==> config.mk <==
export PLATFORM = sky130hd
export DESIGN_NAME = epriscCore
export DESIGN_NICKNAME = d
export VERILOG_FILES = /design/src/rtl/epriscPkg.sv /design/src/rtl/epriscRegFile.sv /design/src/rtl/epriscDecode.sv /design/src/rtl/epriscExecute.sv /design/src/rtl/epriscResult.sv /design/src/rtl/epriscCore.sv
export VERILOG_INCLUDE_DIRS = /design/src /design/src/rtl
export SDC_FILE = /design/constraint.sdc
export NUM_CORES = 2
export LEC_CHECK = 0
export ABC_AREA = 1
export ABC_CLOCK_PERIOD_IN_PS = 10810
export BUFFER_PORTS_ARGS = -buffer_cell sky130_fd_sc_hd__buf_2
export CORE_MARGIN = 2
export CORE_UTILIZATION = 50
export DETAILED_ROUTE_END_ITERATION = 6
export PLACE_DENSITY = 0.66
export SYNTH_ARGS = -nofsm -noshare
export SYNTH_HDL_FRONTEND = slang
export SYNTH_SLANG_ARGS = --single-unit
==> constraint.sdc <==
create_clock -name iClk -period 10.81 [get_ports iClk]
set_clock_uncertainty 0.1 [all_clocks]
set_input_delay 1.081 -clock iClk [delete_from_list [all_inputs] [get_ports iClk]]
set_output_delay 1.081 -clock iClk [all_outputs]
set_load 0.01 [all_outputs]
==> src/rtl/epriscCore_config.svh <==
// epRISC core configuration
`ifndef EPRISC_CORE_CONFIG_SVH
`define EPRISC_CORE_CONFIG_SVH

// Data and address width
`define EPRISC_XLEN 32

// General registers, register 0 reads as the instruction address
`define EPRISC_NUMREGS 16

// First fetch address after reset
`define EPRISC_RESETIP 32'h0000_0000

// Core operation that stops the sequencer
`define EPRISC_HALTOP 6'd2

`endif

==> src/rtl/epriscPkg.sv <==
// epRISC shared types
`include "epriscCore_config.svh"

package epriscPkg;

    typedef logic [`EPRISC_XLEN-1:0] word_t;
    typedef logic [$clog2(`EPRISC_NUMREGS)-1:0] regAddr_t;

    typedef enum logic [2:0] {
        clsBranch,
        clsLoad,
        clsStore,
        clsDirect,
        clsAlu,
        clsMove,
        clsCore,
        clsInvalid
    } instClass_t;

    // Codes as in the ISA, gaps are undefined
    typedef enum logic [4:0] {
        aluAdd    = 5'd0,
        aluSub    = 5'd1,
        aluAnd    = 5'd2,
        aluOr     = 5'd3,
        aluXor    = 5'd4,
        aluNot    = 5'd5,
        aluShl    = 5'd6,
        aluAsr    = 5'd7,
        aluLsr    = 5'd8,
        aluAndNot = 5'd11,
        aluAdc    = 5'd16,
        aluSbc    = 5'd17,
        aluSwap   = 5'd18
    } aluOp_t;

    typedef struct packed {
        logic carry;
        logic zero;
        logic negative;
        logic overflow;
    } condFlags_t;

    typedef enum logic [2:0] {
        stepFetch,
        stepDecode,
        stepExecute,
        stepMemory,
        stepWriteback,
        stepHalt
    } step_t;

endpackage

==> src/rtl/epriscRegFile.sv <==
// epRISC general register file
`include "epriscCore_config.svh"

module epriscRegFile (
    input  logic               iClk,
    input  epriscPkg::regAddr_t rdAddrA,
    input  epriscPkg::regAddr_t rdAddrB,
    output epriscPkg::word_t   rdDataA,
    output epriscPkg::word_t   rdDataB,
    input  logic               wrEn,
    input  epriscPkg::regAddr_t wrAddr,
    input  epriscPkg::word_t   wrData
);
    import epriscPkg::*;

    word_t regs [`EPRISC_NUMREGS];

    always_ff @(posedge iClk) begin
        if (wrEn) begin
            regs[wrAddr] <= wrData;
        end
    end

    // Both ports registered, data one cycle after the address
    always_ff @(posedge iClk) begin
        rdDataA <= regs[rdAddrA];
        rdDataB <= regs[rdAddrB];
    end

endmodule

==> src/rtl/epriscDecode.sv <==
// epRISC instruction decoder
module epriscDecode (
    input  epriscPkg::word_t      inst,
    output epriscPkg::instClass_t instClass,
    output epriscPkg::aluOp_t     aluOp,
    output epriscPkg::regAddr_t   srcA,
    output epriscPkg::regAddr_t   srcB,
    output epriscPkg::regAddr_t   dest,
    output epriscPkg::word_t      imm,
    output logic                  useImm,
    output logic                  orDirect,
    output logic [3:0]            cond,
    output logic [5:0]            coreOp
);
    import epriscPkg::*;

    // Class from the leading bits
    always_comb begin
        casez (inst[31:26])
            6'b1?????: instClass = (inst[30:28] == 3'b000) ? clsBranch : clsInvalid;
            6'b01????: instClass = inst[29] ? clsStore : clsLoad;
            6'b001???: instClass = clsDirect;
            6'b0001??: instClass = clsAlu;
            6'b00001?: instClass = inst[24] ? clsInvalid : clsMove;
            6'b000001: instClass = clsCore;
            default:   instClass = clsInvalid;
        endcase
    end

    assign aluOp    = aluOp_t'(inst[24:20]);
    assign cond     = inst[27:24];
    assign coreOp   = inst[25:20];
    assign useImm   = (instClass == clsAlu) && inst[27];
    assign orDirect = (instClass == clsDirect) && inst[28];

    always_comb begin
        srcA = '0;
        srcB = '0;
        dest = '0;
        imm  = '0;
        case (instClass)
            clsBranch: begin
                srcA = inst[23:20];
                imm  = word_t'($signed(inst[19:0]));
            end
            clsLoad, clsStore: begin
                srcA = inst[27:24];
                srcB = inst[23:20];
                dest = inst[23:20];
                imm  = word_t'(inst[19:0]);
            end
            clsDirect: begin
                srcA = inst[27:24];
                dest = inst[27:24];
                imm  = word_t'(inst[19:0]) << {inst[23:20], 1'b0};
            end
            clsAlu: begin
                srcA = inst[15:12];
                srcB = inst[11:8];
                dest = inst[19:16];
                // Shift field overlaps term B
                imm  = word_t'(inst[7:0]) << {inst[11:8], 1'b0};
            end
            clsMove: begin
                srcA = inst[19:16];
                srcB = inst[19:16];
                dest = inst[23:20];
            end
            default: begin
                imm = '0;
            end
        endcase
    end

endmodule

==> src/rtl/epriscExecute.sv <==
// epRISC ALU and branch condition
module epriscExecute (
    input  logic                  iClk,
    input  logic                  reset,
    input  epriscPkg::step_t      step,
    input  epriscPkg::instClass_t instClass,
    input  epriscPkg::aluOp_t     aluOp,
    input  epriscPkg::word_t      opA,
    input  epriscPkg::word_t      opB,
    input  epriscPkg::word_t      imm,
    input  logic                  useImm,
    input  logic                  orDirect,
    input  logic [3:0]            cond,
    input  epriscPkg::condFlags_t flags,
    output epriscPkg::word_t      result,
    output logic                  carryOut,
    output logic                  taken
);
    import epriscPkg::*;

    localparam int wordBits = $bits(word_t);

    word_t              aluB;
    logic [wordBits:0]  aluOut;
    logic               condMet;

    assign aluB = useImm ? imm : opB;

    always_comb begin
        aluOut = '0;
        case (instClass)
            clsBranch, clsLoad, clsStore: aluOut = {1'b0, opA} + {1'b0, imm};
            clsDirect: aluOut = orDirect ? {1'b0, opA | imm} : {1'b0, imm};
            clsMove:   aluOut = {1'b0, opB};
            clsAlu: begin
                case (aluOp)
                    aluAdd:    aluOut = {1'b0, opA} + {1'b0, aluB};
                    aluSub:    aluOut = {1'b0, opA} - {1'b0, aluB};
                    aluAnd:    aluOut = {1'b0, opA & aluB};
                    aluOr:     aluOut = {1'b0, opA | aluB};
                    aluXor:    aluOut = {1'b0, opA ^ aluB};
                    aluNot:    aluOut = {1'b0, ~opA};
                    aluShl:    aluOut = {1'b0, opA << aluB};
                    aluAsr:    aluOut = {1'b0, word_t'($signed(opA) >>> aluB)};
                    aluLsr:    aluOut = {1'b0, opA >> aluB};
                    aluAndNot: aluOut = {1'b0, opA & ~aluB};
                    aluAdc:    aluOut = {1'b0, opA} + {1'b0, aluB} + flags.carry;
                    aluSbc:    aluOut = {1'b0, opA} - ({1'b0, aluB} + flags.carry);
                    aluSwap:   aluOut = {1'b0, opA[7:0], opA[15:8], opA[23:16], opA[31:24]};
                    default:   aluOut = '0;
                endcase
            end
            default: aluOut = '0;
        endcase
    end

    always_ff @(posedge iClk) begin
        if (reset) begin
            result   <= '0;
            carryOut <= 1'b0;
        end else if (step == stepExecute) begin
            {carryOut, result} <= aluOut;
        end
    end

    always_comb begin
        case (cond)
            4'd0:    condMet = 1'b1;
            4'd1:    condMet = flags.zero;
            4'd2:    condMet = !flags.zero;
            4'd3:    condMet = flags.carry;
            4'd4:    condMet = !flags.carry;
            4'd5:    condMet = flags.negative;
            4'd6:    condMet = !flags.negative;
            4'd7:    condMet = flags.overflow;
            4'd8:    condMet = !flags.overflow;
            4'd9:    condMet = flags.carry && !flags.zero;
            4'd10:   condMet = !flags.carry || flags.zero;
            4'd11:   condMet = flags.negative == flags.overflow;
            4'd12:   condMet = flags.negative != flags.overflow;
            4'd13:   condMet = !flags.zero && (flags.negative == flags.overflow);
            4'd14:   condMet = flags.zero || (flags.negative != flags.overflow);
            default: condMet = 1'b0;
        endcase
    end

    assign taken = (instClass == clsBranch) && condMet;

endmodule

==> src/rtl/epriscResult.sv <==
// epRISC writeback and flag update
`include "epriscCore_config.svh"

module epriscResult (
    input  logic                  iClk,
    input  logic                  reset,
    input  epriscPkg::step_t      step,
    input  epriscPkg::instClass_t instClass,
    input  epriscPkg::aluOp_t     aluOp,
    input  epriscPkg::regAddr_t   dest,
    input  logic [5:0]            coreOp,
    input  epriscPkg::word_t      result,
    input  logic                  carryOut,
    input  epriscPkg::word_t      opA,
    input  epriscPkg::word_t      opB,
    input  epriscPkg::word_t      loadData,
    input  logic                  taken,
    output epriscPkg::condFlags_t flags,
    output epriscPkg::word_t      ip,
    output logic                  wrEn,
    output epriscPkg::regAddr_t   wrAddr,
    output epriscPkg::word_t      wrData
);
    import epriscPkg::*;

    condFlags_t nextFlags;
    logic       isHalt;
    logic       msbA;
    logic       msbB;
    logic       msbR;

    assign isHalt = (instClass == clsCore) && (coreOp == `EPRISC_HALTOP);
    assign msbA   = opA[$bits(word_t)-1];
    assign msbB   = opB[$bits(word_t)-1];
    assign msbR   = result[$bits(word_t)-1];

    // Register 0 is the instruction pointer and never written here
    assign wrAddr = dest;
    assign wrData = (instClass == clsLoad) ? loadData : result;
    assign wrEn   = (step == stepWriteback) && (dest != '0) &&
                    (instClass inside {clsLoad, clsDirect, clsAlu, clsMove});

    always_comb begin
        nextFlags.carry    = (aluOp == aluAdd) ? carryOut :
                             (aluOp == aluSub) ? !carryOut : 1'b0;
        nextFlags.zero     = (result == '0);
        nextFlags.negative = msbR;
        nextFlags.overflow = ((aluOp == aluAdd) && (msbA == msbB) && (msbR != msbA)) ||
                             ((aluOp == aluSub) && (msbA != msbB) && (msbR != msbA));
    end

    always_ff @(posedge iClk) begin
        if (reset) begin
            flags <= '0;
            ip    <= word_t'(`EPRISC_RESETIP);
        end else if (step == stepWriteback) begin
            if (instClass == clsAlu) begin
                flags <= nextFlags;
            end
            if (taken) begin
                ip <= result;
            end else if (!isHalt) begin
                ip <= ip + 1'b1;
            end
        end
    end

endmodule

==> src/rtl/epriscCore.sv <==
// epRISC multicycle core
`include "epriscCore_config.svh"

module epriscCore (
    input  logic             iClk,
    input  logic             reset,
    output epriscPkg::word_t oAddr,
    output logic             oWrite,
    output epriscPkg::word_t oWData,
    input  epriscPkg::word_t iRData,
    input  logic             iReady,
    output logic             oHalt
);
    import epriscPkg::*;

    step_t      step;
    step_t      stepNext;
    word_t      instReg;
    word_t      loadData;
    instClass_t instClass;
    aluOp_t     aluOp;
    regAddr_t   srcA, srcB, dest, wrAddr;
    word_t      imm, rdDataA, rdDataB, opA, opB, flagOpB;
    word_t      result, ip, wrData;
    logic       useImm, orDirect, carryOut, taken, wrEn;
    logic       memAccess, isHalt;
    logic [3:0] cond;
    logic [5:0] coreOp;
    condFlags_t flags;

    assign memAccess = (instClass == clsLoad) || (instClass == clsStore);
    assign isHalt    = (instClass == clsCore) && (coreOp == `EPRISC_HALTOP);

    always_comb begin
        stepNext = step;
        case (step)
            stepFetch:     if (iReady) stepNext = stepDecode;
            stepDecode:    stepNext = stepExecute;
            stepExecute:   stepNext = stepMemory;
            stepMemory:    if (iReady || !memAccess) stepNext = stepWriteback;
            stepWriteback: stepNext = isHalt ? stepHalt : stepFetch;
            stepHalt:      stepNext = stepHalt;
            default:       stepNext = stepFetch;
        endcase
    end

    always_ff @(posedge iClk) begin
        if (reset) begin
            step <= stepFetch;
        end else begin
            step <= stepNext;
        end
    end

    always_ff @(posedge iClk) begin
        if (step == stepFetch && iReady) begin
            instReg <= iRData;
        end
        if (step == stepMemory && iReady && instClass == clsLoad) begin
            loadData <= iRData;
        end
    end

    // Register 0 reads as the current instruction address
    assign opA     = (srcA == '0) ? ip : rdDataA;
    assign opB     = (srcB == '0) ? ip : rdDataB;
    assign flagOpB = useImm ? imm : opB;

    assign oAddr  = (step == stepFetch) ? ip : result;
    assign oWrite = (step == stepMemory) && (instClass == clsStore);
    assign oWData = opB;
    assign oHalt  = (step == stepHalt);

    epriscDecode decode_i (
        .inst(instReg), .instClass(instClass), .aluOp(aluOp), .srcA(srcA), .srcB(srcB),
        .dest(dest), .imm(imm), .useImm(useImm), .orDirect(orDirect), .cond(cond),
        .coreOp(coreOp)
    );

    epriscRegFile regFile_i (
        .iClk(iClk), .rdAddrA(srcA), .rdAddrB(srcB), .rdDataA(rdDataA), .rdDataB(rdDataB),
        .wrEn(wrEn), .wrAddr(wrAddr), .wrData(wrData)
    );

    epriscExecute execute_i (
        .iClk(iClk), .reset(reset), .step(step), .instClass(instClass), .aluOp(aluOp),
        .opA(opA), .opB(opB), .imm(imm), .useImm(useImm), .orDirect(orDirect),
        .cond(cond), .flags(flags), .result(result), .carryOut(carryOut), .taken(taken)
    );

    epriscResult result_i (
        .iClk(iClk), .reset(reset), .step(step), .instClass(instClass), .aluOp(aluOp),
        .dest(dest), .coreOp(coreOp), .result(result), .carryOut(carryOut), .opA(opA),
        .opB(flagOpB), .loadData(loadData), .taken(taken), .flags(flags), .ip(ip),
        .wrEn(wrEn), .wrAddr(wrAddr), .wrData(wrData)
    );

endmodule

# Word-level counts from Yosys, hierarchy flattened
# Memories as Yosys holds them, arrays and structs flattened. A register that Yosys moved wholly into a read port is not among the register bits.
# Cells that the tools add are included.
totals:
  register_bits: 136
  mem_bits_rw: 512
  in_bits: 35
  out_inout_bits: 66
  elab_cells: 152
  mem_count: 1
mem_list:
  columns: ["name", "words", "word_bits", "rd", "rd_clocked_by_memory_dff", "wr", "line", "rtl"]
  rows:
  - ["regFile_i.regs", 16, 32, 2, 2, 1, "epriscRegFile.sv:16", "word_t regs [`EPRISC_NUMREGS];"]
op_classes:
  n_addsub: 7
  n_eq_ne: 51
  shift: 5
  n_mux: 27
  n_bitwise: 7
  reduce_logical: 44
op_table:
  columns: ["op", "n"]
  rows:
  - ["$pmux W33 S13", 1]
  - ["$mux W32", 8]
  - ["$pmux W33 S4", 1]
  - ["$pmux W32 S4", 1]
  - ["$add A32 B32 Y33", 2]
  - ["$and A32 B32 Y32", 2]
  - ["$not A32 Y32", 2]
  - ["$or A32 B32 Y32", 2]
  - ["$pmux W3 S6", 2]
  - ["$add A32 B1 Y33", 1]
  - ["$add A33 B1 Y33", 1]
  - ["$sub A32 B32 Y33", 1]
  - ["$sub A32 B33 Y33", 1]
  - ["$add A32 B1 Y32 const B", 1]
  - ["$logic_not A32 Y1", 1]
  - ["$shl A20 B5 Y32", 1]
  - ["$shl A32 B32 Y32", 1]
  - ["$shl A8 B5 Y32", 1]
  - ["$shr A32 B32 Y32", 1]
  - ["$sshr A32 B32 Y32", 1]
  - ["$xor A32 B32 Y32", 1]
  - ["$eq A4 B4 Y1 const B", 7]
  - ["$pmux W4 S3", 2]
  - ["$eq A5 B3 Y1 const B", 4]
  - ["other kinds (32)", 95]

# Longest topological paths before layout
logic_depth:
  word_depth: 13
  depth_mapped: 51
  mapped_depth_nobuf: 47

# Cells and area by module
# Synthesis repeated with hierarchy kept, for this count alone.
hier_totals:
  hier_cells: 8697
  area_unflattened_um2: 57851.7
modules_own_cells:
  columns: ["mod", "instances", "cells_each", "area_per_inst_um2", "seq_area_each_um2"]
  rows:
  - ["epriscRegFile", 1, 3317, 28677.5, 16656.0]
  - ["epriscExecute", 1, 3866, 19902.8, 660.6]
  - ["epriscCore", 1, 463, 3783.6, 1981.9]
  - ["epriscResult", 1, 552, 3114.2, 720.7]
  - ["epriscDecode", 1, 499, 2373.5, 0.0]

# Worst setup path after synthesis
# No wires, ideal clock.
synth_timing:
  path_type: "register -> register"
  start: "reg instReg[28]"
  end: "reg execute_i.result[29]"
  setup_time_ns: 0.134
  arrival_time_ns: 6.065
  t_required_ns: 10.576
  slack_ns: 4.511
  stages_incl_launch_ff: 48
  path_buffers: 4
  period_less_slack_ns: 6.299
  cell_sequence: "edfxtp_1 -> buf_6 -> nor2_4 -> nand3_2 -> nor2_2 -> nor2_4 -> nand4_1 -> nand3_4 -> nor2_8 -> nand2_8 -> buf_6 -> nand2_1 -> o21ai_0 -> nand2_1 -> nand2_1 -> inv_1 -> buf_2 -> buf_1 -> [... 12 more ...] -> inv_1 -> nor2_1 -> nand2_1 -> nor2_1 -> nand2_1 -> nor2_1 -> nand2_1 -> nor3_1 -> nand3_1 -> nor2_1 -> xor2_1 -> nor2_1 -> nor2_1 -> nand3_1 -> nand2_1 -> nand2_1 -> nand2_1 -> a21oi_1"
synth_between:
  elab_chain_len: 13
  word_cells_on_any_way: 44
  cone_classes: "add/sub: 6; eq/ne: 8; shift: 3; mux: 11; bitwise: 7; reduce/logical: 9"
synth_rtl:
  columns: ["item", "line", "rtl"]
  rows:
  - ["from (decl)", "epriscCore.sv:18", "word_t instReg;"]
  - ["from (signal assigned)", "epriscCore.sv:57", "instReg <= iRData;"]
  - ["$logic_not A3 Y1", "epriscDecode.sv:20", "6'b1?????: instClass = (inst[30:28] == 3'b000) ? clsBranch : clsInvalid;"]
  - ["$mux W3", "epriscDecode.sv:20", null]
  - ["$pmux W3 S6", "epriscDecode.sv:19", "casez (inst[31:26])"]
  - ["$eq A3 B1 Y1 or $eq A3 B2 Y1 (tied branches)", "epriscDecode.sv:41, epriscExecute.sv:31", null]
  - ["$reduce_or A2 Y1", "epriscDecode.sv:41", "case (instClass)"]
  - ["$pmux W4 S3", "epriscDecode.sv:41", null]
  - ["$logic_not A4 Y1", "epriscCore.sv:66", "assign opB = (srcB == '0) ? ip : rdDataB;"]
  - ["$mux W32", "epriscCore.sv:66", null]
  - ["$mux W32", "epriscExecute.sv:27", "assign aluB = useImm ? imm : opB;"]
  - ["$add A32 B1 Y33, or another cell as far along", "epriscExecute.sv:48", "aluSbc: aluOut = {1'b0, opA} - ({1'b0, aluB} + flags.carry);"]
  - ["$sub A32 B33 Y33, or another cell as far along", "epriscExecute.sv:48", null]
  - ["$pmux W33 S13", "epriscExecute.sv:36", "case (aluOp)"]
  - ["$pmux W33 S4 (*)", "epriscExecute.sv:31", "case (instClass)"]
  - ["to (signal assigned)", "epriscExecute.sv:62", "{carryOut, result} <= aluOut;"]
  - ["to (decl)", "epriscExecute.sv:15", "output epriscPkg::word_t result,"]
# Mark *: on every way between the ends. The rest lies on a longest branch, timed or not.
# A chain may end at the register's enable or synchronous reset.

# Worst setup path after layout
layout_timing:
  start: "reg instReg[24]"
  end: "reg execute_i.result[14]"
layout_between:
  elab_chain_len: 12
  word_cells_on_any_way: 53
  cone_classes: "add/sub: 6; eq/ne: 17; shift: 3; mux: 11; bitwise: 7; reduce/logical: 9"
layout_rtl:
  columns: ["item", "line", "rtl"]
  rows:
  - ["$mux W2", "epriscDecode.sv:24", "6'b00001?: instClass = inst[24] ? clsInvalid : clsMove;"]
  - ["$pmux W3 S6", "epriscDecode.sv:19", null]
  - ["$eq A3 B1 Y1 or $eq A3 B2 Y1 (tied branches)", "epriscDecode.sv:41, epriscExecute.sv:31", null]
  - ["$reduce_or A2 Y1", "epriscDecode.sv:41", null]
  - ["$pmux W4 S3", "epriscDecode.sv:41", null]
  - ["$logic_not A4 Y1", "epriscCore.sv:66", null]
  - ["$mux W32", "epriscCore.sv:66", null]
  - ["$mux W32", "epriscExecute.sv:27", null]
  - ["$add A32 B1 Y33, or another cell as far along", "epriscExecute.sv:48", null]
  - ["$sub A32 B33 Y33, or another cell as far along", "epriscExecute.sv:48", null]
  - ["$pmux W33 S13", "epriscExecute.sv:36", null]
  - ["$pmux W33 S4 (*)", "epriscExecute.sv:31", null]
# Marks and branches as above.

==> flow_summary.yaml <==
floorplanning:
  design.die.area_um2: 107000
  number_of_placement_rows: 118
  die_w_um: 327
  initial_utilization_pct: 50.4
  die_height_um: 327
  boundaryPins: 101
  core_region_area_um2: 103000
logic_synthesis:
  synth.avg_cell_area_um2: 7.29
  synth_simple_gate_area_share_pct: 23.0
  synth_top_area_cell: "sky130_fd_sc_hd__edfxtp_1"
  synth_unique_cells: 75
  ys_ff_latch: 712
  muxShareOfSynthArea_pct: 0.180
  synth_top_family_by_area: "simple AND/OR/NAND/NOR gates"
  synth-adder-area-share_pct: 5.43
  synth-async-reset-ratio_pct: 0
  netlist_top_cells_area: "sky130_fd_sc_hd__edfxtp_1 (33%), sky130_fd_sc_hd__nand2_1 (11%), sky130_fd_sc_hd__o21ai_0 (8.1%)"
  total_number_of_yosys_warnings: 0
  synth_sequential_area_ratio_pct: 38.4
  synth_edf_count: 576
  ys_dominant_reg_cell: "sky130_fd_sc_hd__edfxtp_1"
  xor_xnor_cell_area_share_of_the_yosys_netlist_pct: 1.09
  synth_compound_area_share_pct: 22.7
  netlist_instances: 7139
  netlist.area_leader.share_pct: 33.2
  synth_most_common_cell: "sky130_fd_sc_hd__nand2_1"
  netlist_top_cells_count: "sky130_fd_sc_hd__nand2_1 (1562), sky130_fd_sc_hd__o21ai_0 (841), sky130_fd_sc_hd__a21oi_1 (785)"
  synth_area_um2: 52100
placed_design:
  placedCellCount: 8363
  io_buffers: 100
  dp.final_hpwl_mm: 173
  dpl-instance-area_um2: 53900
  detailedPlace.worstSlack_ps: 2050
  routabilityCongestion: 1.14
run_status:
  status: "finished with violations"
  failed_checks: "design-rule violations"
timing:
  postLayoutSetupSlackWorst_ps: 1660
  setup-tns-final_ps: 0
  tightest_slew_ps: 1430
  rsz0062_at_grt: "no"
  report.final.setup_viol: 0
  final_period_minus_worst_setup_slack_ps: 9150
  fin_crit_sh_pct: 84.6
  maxSlewHeadroom_pct: 3.95
  finalHoldWorstSlack_ps: 392
  max_freq_mhz: 109
  timing_max_transition_violations_final: 0
  hold_viol: 0
cts:
  cts.htree.levels: 3
  clkLatencyLatePin_ps: 700
  cts_num_sinks: 712
  cts_max_path_buffers: 3
  clockRootBuffer: "sky130_fd_sc_hd__clkbuf_16"
  cts_hold_repair.buffers: 0
  cts_resized: 0
  tritoncts_clock_tree: "yes"
  cts_made_buffers: 78
  cts.repair_timing.setup_buffer_count: 0
  cts.clk_slew.worst_paths_ps: 70
worst_setup_path:
  r2r_cells: 33
  endpoint_kind: "register"
  timing.critical_path.mode_cell: "sky130_fd_sc_hd__nand2_1"
  reg2reg_start: "instReg[24]"
  cp.required_ps: 11240
  startpoint_type: "register"
  crit_path_max_incr_delay_ps: 1000
  timing.setup.critical_path_class: "reg2reg"
  critical-path-slowest-cell: "sky130_fd_sc_hd__o21ai_0"
  reg2reg_slack_ps: 1660
  worstReg2RegEnd: "execute_i.result[14]"
  worst-endpoint-arrival_ps: 9570
  crit_fanout: 42
final_layout:
  num-nets-final: 7322
  post-route-util_pct: 54.7
  final_cells: 8515
  layout.filler_cells: 10001
  layout-area-overhead-vs-synth_pct: 8.52
  drive_above_1_share_pct: 7.50
  design_area_um2: 56500
hold_path:
  hp-start: "execute_i.result[12]"
  holdPathEnd: "execute_i.result[12]"
  timing.hold.worst.class: "reg2reg"
  min_path_cells: 2
power_and_ir_drop:
  ir_drop_mv: 0.181
  static-leakage-power_nw: 23.4
  power_density_nw_per_um2: 240
  report.power.total_mw: 13.6
grt:
  pin_count_of_the_biggest_net_entering_global_routing: 121
  grt_first_pass_wirelength_mm: 342
  grt_antenna_before_repair: 11
  groute.usage.overall_pct: 44.0
  overflow: 0
  via_count_of_the_first_global_routing_pass: 48824
detailed_routing:
  detail_route.drc_violations: 1
  avgViaCountPerCell: 6.39
  routed-via-count: 54369
  wire_length_per_cell_um: 28.5
  drtAntennaViolNets: 0
  detailedRoute.firstIterationViolations: 8473
  route.final.wire_length_mm: 243
  drt_pass1_iterations: 7
run:
  drv_cap: 0
## routing by layer
metal  up-vias  share of wire (%)  GRT usage (%)
met1     25304                 37           56.8
met5         -              0.045              0
met4         9                8.2           29.9
li1      24451                  -              -
met3       784                 13           11.0
met2      3821                 42           64.9
## cells in the final DEF, fill, tap and decap left out, types with 100 or more instances in the layout
master / synthesis / routed
sky130_fd_sc_hd__inv_1: 766 / 754
sky130_fd_sc_hd__edfxtp_1: 576 / 576
sky130_fd_sc_hd__ha_1: 218 / 218
sky130_fd_sc_hd__nand3_1: 522 / 517
sky130_fd_sc_hd__nand2_1: 1562 / 1556
sky130_fd_sc_hd__buf_4: 8 / 147
sky130_fd_sc_hd__o21ai_0: 841 / 840
sky130_fd_sc_hd__dfxtp_1: 136 / 136
sky130_fd_sc_hd__nor2_1: 399 / 383
sky130_fd_sc_hd__nor3_1: 110 / 108
sky130_fd_sc_hd__a21oi_1: 785 / 784
sky130_fd_sc_hd__buf_2: 57 / 100
## final cells by class
| type | instances | area, um^2 | share of cell area (%) |
|---|---|---|---|
| flip-flops and latches | 712 | 20000 | 35.4 |
| clock buffers | 97 | 2080 | 3.69 |
| multi-input cells | 5238 | 27600 | 48.9 |
| well taps | 1380 | 1730 | 3.06 |
| clock inverters | 49 | 482 | 0.853 |
| diodes | 5 | 12.5 | 0.0221 |
| repair buffers | 248 | 1620 | 2.86 |
| inverters | 786 | 2960 | 5.24 |
## state kept, by name, indices dropped and copies added (netlist names)
signal / count
result_i.ip: 32
execute_i.carryOut: 1
loadData: 32
instReg: 32
result_i.flags: 4
regFile_i.rdDataA: 32
step: 3
regFile_i.rdDataB: 32
regFile_i.regs: 512
execute_i.result: 32
## worst max-delay path: cells and delay by family (launching register included)
kind / cells / cell delay [ps]
and+or+nand+nor: 19 / 3570
DFF: 1 / 620
AOI/OAI and AO/OA: 9 / 3010
buffers and inverters: 3 / 690
adders and majority gates: 2 / 910
## where the power goes
group	internal, mW	switching, mW
sequential	3.13	0.135
combinational	1.98	5.66
clock	1.49	1.19
## how the worst max path moves through the flow
stage	start	endpoint	slack [ps]
5_1_grt	instReg[29]	execute_i.result[29]	1110
4_1_cts	instReg[29]	execute_i.result[14]	2020
3_3_place_gp	instReg[29]	execute_i.result[14]	2190
3_5_place_dp	instReg[29]	execute_i.result[14]	2050
2_1_floorplan	instReg[28]	execute_i.result[29]	4510
6_report	instReg[24]	execute_i.result[14]	1660
## cells by family after synthesis
logic type	count (synthesis)
multiplexers	9
flip-flops	712
XOR/XNOR	65
AO/OA/AOI/OAI	2119
AND/OR/NAND/NOR	2790
adder cells (fa/ha/maj)	223
other	1
buffers and inverters	1220
Note: power is estimated with default switching activity, not from simulation.
